`config.mk`:
```
export PLATFORM = sky130hd
export DESIGN_NAME = pwl_top
export DESIGN_NICKNAME = d
export VERILOG_FILES = /design/src/pwl_stream_pkg.sv /design/src/pwl_ctrl_pkg.sv /design/src/segment_store.sv /design/src/interpolater.sv /design/src/pwl_generator.sv /design/src/pwl_top.sv
export SDC_FILE = /design/constraint.sdc
export NUM_CORES = 1
export LEC_CHECK = 0
export BUFFER_PORTS_ARGS = -buffer_cell sky130_fd_sc_hd__clkbuf_2
export CORE_ASPECT_RATIO = 0.75
export CORE_UTILIZATION = 55
export CTS_CLUSTER_DIAMETER = 50
export DETAILED_ROUTE_END_ITERATION = 16
export HOLD_SLACK_MARGIN = 0.08
export PLACE_DENSITY_LB_ADDON = 0.12
export SKIP_CTS_REPAIR_TIMING = 1
export SLEW_MARGIN = 20
export SYNTH_ARGS = -nofsm -noshare
export SYNTH_HDL_FRONTEND = slang
export SYNTH_SLANG_ARGS = --single-unit
```
`constraint.sdc`:
```
create_clock -name clk -period 5.3 [get_ports clk]
set_input_delay 0 -clock clk [delete_from_list [all_inputs] [get_ports clk]]
set_output_delay 0 -clock clk [all_outputs]
set_load 0.02 [all_outputs]
```
`src/pwl_stream_pkg.sv`:
```
package pwl_stream_pkg;

	localparam int SAMPLE_WIDTH = 16;
	localparam int BATCH_SIZE = 4; // Samples per DAC clock.

	typedef logic [SAMPLE_WIDTH-1:0] sample_t;

	// One PWL segment.
	typedef struct packed {
		sample_t x; // Start value.
		sample_t slope; // Step per sample.
		sample_t dt; // Length in samples.
	} segment_t;

	// Input stream beat.
	typedef struct packed {
		segment_t seg;
		logic last; // Ends the segment list.
	} stream_beat_t;

	// Sample 0 sits in the low bits.
	typedef sample_t [BATCH_SIZE-1:0] batch_t;

endpackage

```
`src/pwl_ctrl_pkg.sv`:
```
package pwl_ctrl_pkg;

	typedef enum logic [2:0] {
		IDLE,
		LOAD,
		READY,
		FETCH,
		EXPAND,
		DRAIN
	} gen_state_t;

	// Request into the interpolater.
	typedef struct packed {
		logic valid;
		pwl_stream_pkg::sample_t x; // Batch start value.
		pwl_stream_pkg::sample_t slope;
	} intrp_req_t;

endpackage

```
`src/segment_store.sv`:
```
module segment_store #(
	parameter int SEG_DEPTH = 16
) (
	input logic clk,
	input logic rst,
	input logic clear,
	input logic wr_en,
	input pwl_stream_pkg::segment_t wr_data,
	input logic rd_next,
	input logic stall,
	output pwl_stream_pkg::segment_t rd_data,
	output logic rd_valid,
	output logic full,
	output logic [$clog2(SEG_DEPTH):0] count
);
	localparam int AW = $clog2(SEG_DEPTH);

	pwl_stream_pkg::segment_t mem [SEG_DEPTH];
	logic [AW-1:0] wr_ptr;
	logic [AW-1:0] wr_addr;
	logic [AW-1:0] rd_ptr;
	logic rd_wrap;

	assign wr_addr = clear ? '0 : wr_ptr; // A clearing write lands at 0.
	assign full = (count == SEG_DEPTH);
	assign rd_wrap = ({1'b0, rd_ptr} == count - 1'b1); // Last stored segment.

	always_ff @(posedge clk) begin
		if (wr_en) begin
			mem[wr_addr] <= wr_data;
		end
	end

	always_ff @(posedge clk) begin
		if (rst) begin
			wr_ptr <= '0;
			count <= '0;
		end else if (clear) begin
			wr_ptr <= AW'(wr_en);
			count <= {{AW{1'b0}}, wr_en};
		end else if (wr_en) begin
			wr_ptr <= wr_ptr + 1'b1;
			count <= count + 1'b1;
		end
	end

	always_ff @(posedge clk) begin
		if (rst || clear) begin
			rd_ptr <= '0;
			rd_valid <= 1'b0;
		end else if (!stall) begin
			rd_valid <= rd_next;
			if (rd_next) begin
				rd_ptr <= rd_wrap ? '0 : rd_ptr + 1'b1; // Loop over the list.
			end
		end
	end

	always_ff @(posedge clk) begin
		if (rd_next && !stall) begin
			rd_data <= mem[rd_ptr];
		end
	end

endmodule

```
`src/interpolater.sv`:
```
module interpolater (
	input logic clk,
	input logic rst,
	input logic en,
	input pwl_ctrl_pkg::intrp_req_t req,
	output pwl_stream_pkg::batch_t batch,
	output logic batch_valid
);
	pwl_stream_pkg::batch_t mult_q; // Slope times sample index.
	pwl_stream_pkg::sample_t x_q;
	logic valid_q;

	always_ff @(posedge clk) begin
		if (rst) begin
			valid_q <= 1'b0;
			batch_valid <= 1'b0;
		end else if (en) begin
			valid_q <= req.valid;
			batch_valid <= valid_q;
		end
	end

	always_ff @(posedge clk) begin
		if (en) begin
			x_q <= req.x;
			for (int i = 0; i < pwl_stream_pkg::BATCH_SIZE; i++) begin
				mult_q[i] <= pwl_stream_pkg::sample_t'(req.slope * i);
			end
		end
	end

	// Second stage adds the start value to each multiple.
	always_ff @(posedge clk) begin
		if (en) begin
			for (int i = 0; i < pwl_stream_pkg::BATCH_SIZE; i++) begin
				batch[i] <= x_q + mult_q[i]; // Wraps mod 2^16.
			end
		end
	end

endmodule

```
`src/pwl_generator.sv`:
```
module pwl_generator #(
	parameter int SEG_DEPTH = 16
) (
	input logic clk,
	input logic rst,
	input logic run,
	input logic halt,
	input pwl_stream_pkg::stream_beat_t s_beat,
	input logic s_valid,
	output logic s_ready,
	input logic batch_ready,
	output logic rdy_to_run,
	output pwl_stream_pkg::batch_t batch,
	output logic batch_valid
);
	pwl_ctrl_pkg::gen_state_t state;
	pwl_ctrl_pkg::intrp_req_t req;
	pwl_stream_pkg::segment_t rd_data;
	pwl_stream_pkg::sample_t cur_x;
	pwl_stream_pkg::sample_t cur_slope;
	pwl_stream_pkg::sample_t dt_left; // Samples left in this segment.
	logic [$clog2(SEG_DEPTH):0] count;
	logic [1:0] in_flight; // Requests inside the interpolater.
	logic en;
	logic accept;
	logic clear;
	logic full;
	logic ends_list;
	logic rd_next;
	logic rd_valid;
	logic last_batch;

	assign en = batch_ready; // Sink back-pressure stalls replay.
	assign s_ready = (state == pwl_ctrl_pkg::IDLE) || (state == pwl_ctrl_pkg::LOAD && !full);
	assign accept = s_valid && s_ready;
	assign clear = accept && (state == pwl_ctrl_pkg::IDLE); // New list drops the old one.
	assign ends_list = s_beat.last || (state == pwl_ctrl_pkg::LOAD && count == SEG_DEPTH - 1);
	assign last_batch = (dt_left == pwl_stream_pkg::BATCH_SIZE);

	always_comb begin
		req.valid = (state == pwl_ctrl_pkg::EXPAND) && !halt;
		req.x = cur_x;
		req.slope = cur_slope;
		// Read ahead on the last batch of a segment.
		rd_next = !halt && ((state == pwl_ctrl_pkg::FETCH && !rd_valid) ||
			(state == pwl_ctrl_pkg::EXPAND && last_batch));
	end

	segment_store #(
		.SEG_DEPTH(SEG_DEPTH)
	) store0 (
		.clk(clk),
		.rst(rst),
		.clear(clear),
		.wr_en(accept),
		.wr_data(s_beat.seg),
		.rd_next(rd_next),
		.stall(!en),
		.rd_data(rd_data),
		.rd_valid(rd_valid),
		.full(full),
		.count(count)
	);

	interpolater intrp0 (
		.clk(clk),
		.rst(rst),
		.en(en),
		.req(req),
		.batch(batch),
		.batch_valid(batch_valid)
	);

	always_ff @(posedge clk) begin
		if (rst) begin
			state <= pwl_ctrl_pkg::IDLE;
			rdy_to_run <= 1'b0;
			in_flight <= '0;
		end else begin
			if (en) begin
				in_flight <= in_flight + 2'(req.valid) - 2'(batch_valid);
			end
			case (state)
				pwl_ctrl_pkg::IDLE: begin
					if (accept) begin
						rdy_to_run <= ends_list;
						state <= ends_list ? pwl_ctrl_pkg::READY : pwl_ctrl_pkg::LOAD;
					end
				end
				pwl_ctrl_pkg::LOAD: begin
					if (accept && ends_list) begin
						rdy_to_run <= 1'b1;
						state <= pwl_ctrl_pkg::READY;
					end
				end
				pwl_ctrl_pkg::READY: begin
					if (run) begin
						rdy_to_run <= 1'b0;
						state <= pwl_ctrl_pkg::FETCH;
					end
				end
				pwl_ctrl_pkg::FETCH: begin
					if (halt) begin
						state <= pwl_ctrl_pkg::DRAIN;
					end else if (en && rd_valid) begin
						state <= pwl_ctrl_pkg::EXPAND;
					end
				end
				pwl_ctrl_pkg::EXPAND: begin
					if (halt) begin
						state <= pwl_ctrl_pkg::DRAIN;
					end else if (en && last_batch) begin
						state <= pwl_ctrl_pkg::FETCH;
					end
				end
				pwl_ctrl_pkg::DRAIN: begin
					// Wait for the pipeline and any read ahead to empty.
					if (in_flight == 2'd0 && !rd_valid) begin
						rdy_to_run <= 1'b1;
						state <= pwl_ctrl_pkg::IDLE;
					end
				end
				default: state <= pwl_ctrl_pkg::IDLE;
			endcase
		end
	end

	always_ff @(posedge clk) begin
		if (en && state == pwl_ctrl_pkg::FETCH && rd_valid) begin
			cur_x <= rd_data.x;
			cur_slope <= rd_data.slope;
			dt_left <= rd_data.dt;
		end else if (en && req.valid) begin
			cur_x <= cur_x + pwl_stream_pkg::sample_t'(cur_slope * pwl_stream_pkg::BATCH_SIZE);
			dt_left <= dt_left - pwl_stream_pkg::sample_t'(pwl_stream_pkg::BATCH_SIZE);
		end
	end

endmodule

```
`src/pwl_top.sv`:
```
module pwl_top #(
	parameter int SEG_DEPTH = 16 // Segments held on chip.
) (
	input logic clk,
	input logic rst,
	input logic run,
	input logic halt,
	input pwl_stream_pkg::stream_beat_t s_beat,
	input logic s_valid,
	output logic s_ready,
	input logic batch_ready,
	output logic rdy_to_run,
	output pwl_stream_pkg::batch_t batch,
	output logic batch_valid
);

	pwl_generator #(
		.SEG_DEPTH(SEG_DEPTH)
	) gen0 (
		.clk(clk),
		.rst(rst),
		.run(run),
		.halt(halt),
		.s_beat(s_beat),
		.s_valid(s_valid),
		.s_ready(s_ready),
		.batch_ready(batch_ready),
		.rdy_to_run(rdy_to_run),
		.batch(batch),
		.batch_valid(batch_valid)
	);

endmodule

```
# [Yosys cells after proc, flatten, opt, wreduce, memory -nomap -nowiden]
# Memory sizes are Yosys's and may differ from the RTL's. A register that Yosys moved wholly into a read port is not among the register bits.
# Cells that the tools add are included.
[totals] register_bits=197 ramBits=768 input_bits=55 out_inout_bits=67 elab_cells=109 mem_count=1
[memory_table] memory="gen0.store0.mem" words=16 word_bits=48 rd=1 rd_clocked_by_memory_dff=1 wr=1 line="segment_store.sv:18" rtl="pwl_stream_pkg::segment_t mem [SEG_DEPTH];"
[op_classes] add_sub_neg=11 mul=1 n_eq_ne=15 mux=27 reduce_logical=32
[ops] cell="adder 16 bit" n=4
[ops] cell="2-to-1 mux 16 bit" n=4
[ops] cell="2-to-1 mux 3 bit" n=8
[ops] cell="case mux 3 bit (6 select lines)" n=1
[ops] cell="== test 16 x 3 -> 1 bit, second input constant" n=1
[ops] cell="logical AND 1 bit" n=16
[ops] cell="multiplier 16 x 2 -> 16 bit, second input constant" n=1
[ops] cell="subtractor 16 x 3 -> 16 bit, second input constant" n=1
[ops] cell="2-to-1 mux 1 bit" n=10
[ops] cell="adder 4 x 1 -> 4 bit, second input constant" n=2
[ops] cell="2-to-1 mux 4 bit" n=2
[ops] cell="== test 3 x 2 -> 1 bit, second input constant" n=2
[ops] cell="== test 3 bit, second input constant" n=2
[ops] cell="!= test 3 bit, second input constant" n=2
[ops] cell="AND reduction 6 bit" n=1
[ops] cell="adder 5 x 1 -> 5 bit, second input constant" n=1
[ops] cell="== test 4 x 5 -> 1 bit" n=1
[ops] cell="== test 5 x 4 -> 1 bit, second input constant" n=1
[ops] cell="== test 5 bit, second input constant" n=1
[ops] cell="AND reduction 5 bit" n=1
[ops] cell="subtractor 5 x 1 -> 5 bit, second input constant" n=1
[ops] cell="logical OR 1 bit" n=4
[ops] cell="!= test 2 x 1 -> 1 bit, second input constant" n=2
[ops] cell="!= test 2 bit, second input constant" n=2
[ops] cell="12 further kinds" n=15

# [Longest topological paths before layout]
[depth] word_depth=8 depth_mapped=9 ltp_nobuf=9

# [By module]
# Synthesis repeated with hierarchy kept, for this count alone.
[hier_totals] cells_unflattened=2307 hier_area_um2=40642.7
[by_module_without_submodules] mod="segment_store" n_inst=1 cells_each=1539 area_each_um2=31471.4 seq_area_each_um2=24783.8
[by_module_without_submodules] mod="interpolater" n_inst=1 cells_each=467 area_each_um2=6000.8 seq_area_each_um2=3313.2
[by_module_without_submodules] mod="pwl_generator" n_inst=1 cells_each=301 area_each_um2=3170.5 seq_area_each_um2=1561.5

# [Worst setup path after synthesis]
# No wires, ideal clock.
[synth_path] path_type="register to register" start="register gen0.store0.count[0]" end="memory gen0.store0.mem[1][0] (netlist name) (enable)" setup_ps=513 arrival_ps=4868 path_slack_ps=-80 stages_incl_launch_ff=7 path_buffers=0 path_cell_list="dfxtp_1 inv_1 ha_1 a31o_2 nor3_1 nand3b_1 nor3_1"
[synth_between] elab_chain_cells=7
[synth_lines] element="from (decl)" line="segment_store.sv:14" rtl="output logic [$clog2(SEG_DEPTH):0] count"
[synth_lines] element="from (signal assigned)" line="segment_store.sv:40" rtl="count <= {{AW{1'b0}}, wr_en};"
[synth_lines] element="from (signal assigned)" line="segment_store.sv:43" rtl="count <= count + 1'b1;"
[synth_lines] element="== test 5 bit (*)" line="segment_store.sv:25" rtl="assign full = (count == SEG_DEPTH);"
[synth_lines] element="logical NOT 1 bit (*)" line="pwl_generator.sv:34" rtl="assign s_ready = (state == pwl_ctrl_pkg::IDLE) || (state == pwl_ctrl_pkg::LOAD && !full);"
[synth_lines] element="logical AND 1 bit (*)" line="pwl_generator.sv:34"
[synth_lines] element="logical OR 1 bit (*)" line="pwl_generator.sv:34"
[synth_lines] element="logical AND 1 bit (*)" line="pwl_generator.sv:35" rtl="assign accept = s_valid && s_ready;"
[synth_lines] element="2-to-1 mux 1 bit / logical AND 1 bit (equally long branches)" line="segment_store.sv:29, pwl_generator.sv:36"
[synth_lines] element="2-to-1 mux 1 bit (implied by the code) / 2-to-1 mux 4 bit (equally long branches)" line="segment_store.sv:30, segment_store.sv:24"
[synth_lines] element="to (decl)" line="segment_store.sv:18"
# Mark *: on every way between the ends. The rest lies on a longest branch, timed or not.

# [Worst setup path in the final report]
[layout_path] start="register gen0.store0.count[0]" end="memory gen0.store0.mem[10][15] (netlist name) (enable)"
# Same word-level chain as after synthesis.

==> summary.txt <==
Hold path
  • WHS Path Cells: 3
  • Worst hold path class: input port to flop

Pwr
  • Switching Share: 21.5%
  • Peak VDD IR: 0.310 mV
  • Combinational power share: 5.7%
  • Sw Pwr: 3510 uW
  • Lkg Pwr: 0.0147 uW
  • Pwr Total: 16300 uW
  • Pwr per Cell Area: 358 nW/um2
  • Seq pwr share: 54.7%
  • Clk pwr share: 39.6%
  • Cell-internal power: 12800 uW

Die
  • Row count: 85
  • Die Ht: 236 um
  • Number of I/O pins: 122
  • Initial Util: 55.7%
  • Die width: 314 um
  • Core ar.: 72000 um2
  • Die ar.: 74100 um2

Critical path
  • Crit-path max FO: 19
  • Crit Path Class: flop to flop
  • R2r worst-path depth: 7
  • CP Data Arrival Time: 3.98 ns
  • Startpoint types: flop
  • Req. time, crit path: 5.66 ns
  • Crit path capture type: flop

Global routing
  • Largest net degree at the start of global routing: 69
  • Initial antenna violation count: 5
  • Vias in the first global route: 19700
  • First-pass GRT wire length: 123000 um
  • Overall Global Routing Usage: 22.7%
  • Overflow after GRT: 0

Detailed routing
  • Post-route ant nets: 0
  • DRT Pass-1 Iters: 5
  • Initial drt markers: 1927
  • Drt wl/cell: 25.2 um
  • DRT Wirelength: 82400 um
  • DRC Markers: 0
  • Vias: 19900
  • Vias per Instance: 6.06

CTS
  • Clk slew on worst S/H paths: 0.06 ns
  • Root buffer cell: clkbuf_16
  • H-Tree Depth: 3
  • Max Buffers Root-to-Sink: 3
  • TritonCTS Buffers: 95
  • TritonCTS Sinks: 995
  • Worst-Skew Late Latency: 0.67 ns
  • CTS tree: yes

Timing
  • Final min period: 3.62 ns
  • Fmax achieved: 0.276 GHz
  • Skew final: 0.0378 ns
  • Final Max Tran Viols: 0
  • Final Hold Viols: 0
  • Fin crit share: 68.4%
  • Worst rel slew slack: 25.3%
  • Setup TNS Final: 0 ns
  • Worst slew pin tran: 1.12 ns
  • Unrepaired setup endpoints after global routing: false
  • Final Setup Violations: 0

Synthesis
  • Mapped Cells: 2006
  • Dominant cell by count in the synthesized netlist: edfxtp_1
  • Top-area cell type share of the netlist area: 72.8%
  • Unique cell type count in the Yosys netlist: 64
  • Warnings, synthesis: 0
  • Sequential area share after synthesis: 73.9%
  • Post-synth EDFFs: 973
  • Synth Flop Type: edfxtp_1
  • Commonest cells in the synthesized netlist: edfxtp_1, mux4_2, nor2_1, ha_1, nand2_1
  • Synthesized Nets: 2146
  • Leading area contributor after synthesis: edfxtp_1
  • Post-Syn Area per Cell: 20.0 um2
  • Ys async rst share: 0%
  • Top cells by area, synth: edfxtp_1, mux4_2, ha_1
  • Cell area after synthesis: 40100 um2
  • Synth Register Bits: 995

Finish
  • Layout area overhead: 13.8%
  • Final cell utilization of the core: 63.5%
  • Nets: 2380
  • Layout cell share with drive strength beyond 1: 24.5%
  • Fillers: 4826

Placed design
  • DP HPWL: 50000 um
  • Number of port buffers: 121
  • Gpl congestion: 0.829

Flow run
  • Max cap viols: 0

Run status
  • Status: finished clean
-- metrics by stage --
step | setup slack (ns) | cells | hold WS (ns) | area (um2)
after CTS | 1.28 | 3214 | -0.304 | 45100
after floorplan | 1.20 | 2006 | 0.0989 | 40200
final | 1.68 | 3274 | 0.284 | 45700
after global routing | 1.50 | 3274 | 0.306 | 45700
after detailed placement | 1.32 | 3041 | 0.376 | 42100
after global placement | 1.44 | 3041 | 0.366 | 42100
-- cell families (layout without fill, tap and decap cells) --
kind of cell	Yosys count	count (layout)	synth area share, %
muxes	248	248	13.7
and+or+nand+nor	273	273	3.34
other	0	1	0
buffers and inverters	114	424	1.18
DFF	995	995	73.9
AOI/OAI and AO/OA	212	212	3.46
xor gates and xnor gates	79	79	1.72
adders and majority gates	85	85	2.74
-- worst paths after layout --
| kind | from | end | slack, ns |
|---|---|---|---|
| max | gen0.store0.count[0] | gen0.store0.mem[10][15] | 1.68 |
| min | rst | gen0.intrp0.valid_q | 0.28 |
| max reg2reg | gen0.store0.count[0] | gen0.store0.mem[10][15] | 1.68 |
| min reg2reg | gen0.cur_x[1] | gen0.intrp0.x_q[1] | 0.42 |
-- layout make-up --
class	count	area (um2)	share of cell area, %
diodes	1	2.50	0.00548
clock buffers	111	2440	5.34
clock inverters	62	520	1.14
inverters	37	140	0.307
multi-input cells	897	10100	22.2
flip-flops and latches	995	29700	64.9
well taps	957	1200	2.62
repair buffers	214	1580	3.46
-- worst max-delay path, cell delays in order, from the launching register on --
cell      delay [ns]
dfxtp_1         0.46
inv_1           0.10
ha_1            0.21
a31o_2          0.27
nor3_2          0.60
nand3b_1        0.46
nor2_4          0.86
buf_4           0.36
-- state kept, by name (all words and copies together) (netlist names) --
register	flops
gen0.store0.mem	768
gen0.intrp0.batch	62
gen0.store0.rd_data	48
gen0.intrp0.mult_q	31
gen0.cur_slope	16
gen0.cur_x	16
gen0.dt_left	16
gen0.intrp0.x_q	16
gen0.store0.count	5
gen0.store0.rd_ptr	4
gen0.store0.wr_ptr	4
gen0.state	3
gen0.in_flight	2
gen0.intrp0.batch_valid	1
gen0.intrp0.valid_q	1
gen0.rdy_to_run	1
gen0.store0.rd_valid	1
-- cells in the final DEF, fill, tap and decap left out, types with 7 or more instances in the layout --
cell type / instances
a211oi_1: 11
a21o_1: 24
a21oi_1: 54
a31oi_1: 9
buf_12: 10
buf_4: 25
clkbuf_1: 16
clkbuf_16: 95
clkbuf_2: 120
clkinv_1: 24
clkinv_2: 15
clkinvlp_4: 7
dfxtp_1: 18
dlygate4sd3_1: 59
edfxtp_1: 973
ha_1: 80
inv_1: 35
inv_6: 7
mux2i_1: 8
mux4_2: 240
nand2_1: 61
nand2b_1: 12
nand3_1: 21
nor2_1: 74
nor2_4: 12
nor2b_1: 12
nor3_1: 18
nor4_1: 9
o21a_1: 9
o21ai_0: 54
xnor2_1: 50
xor2_1: 29
-- power by group through the flow --
stage	logic [uW]	clock network, uW	registers [uW]
after floorplan	505	0	9110
after global placement	851	0	9100
after detailed placement	872	0	9110
after CTS	876	6580	8940
after global routing	1010	6880	8950
final	930	6470	8940
-- routing by layer --
layer,up-vias,global-route usage (%),wire [um],part of all wire (%)
li1,8753,-,-,-
met1,10300,35.0,37400,45
met2,710,33.2,37100,45
met3,113,5.14,6400,7.8
met4,2,5.22,1510,1.8
met5,-,0,8,0.0097
(Power assumes the default switching activity.)
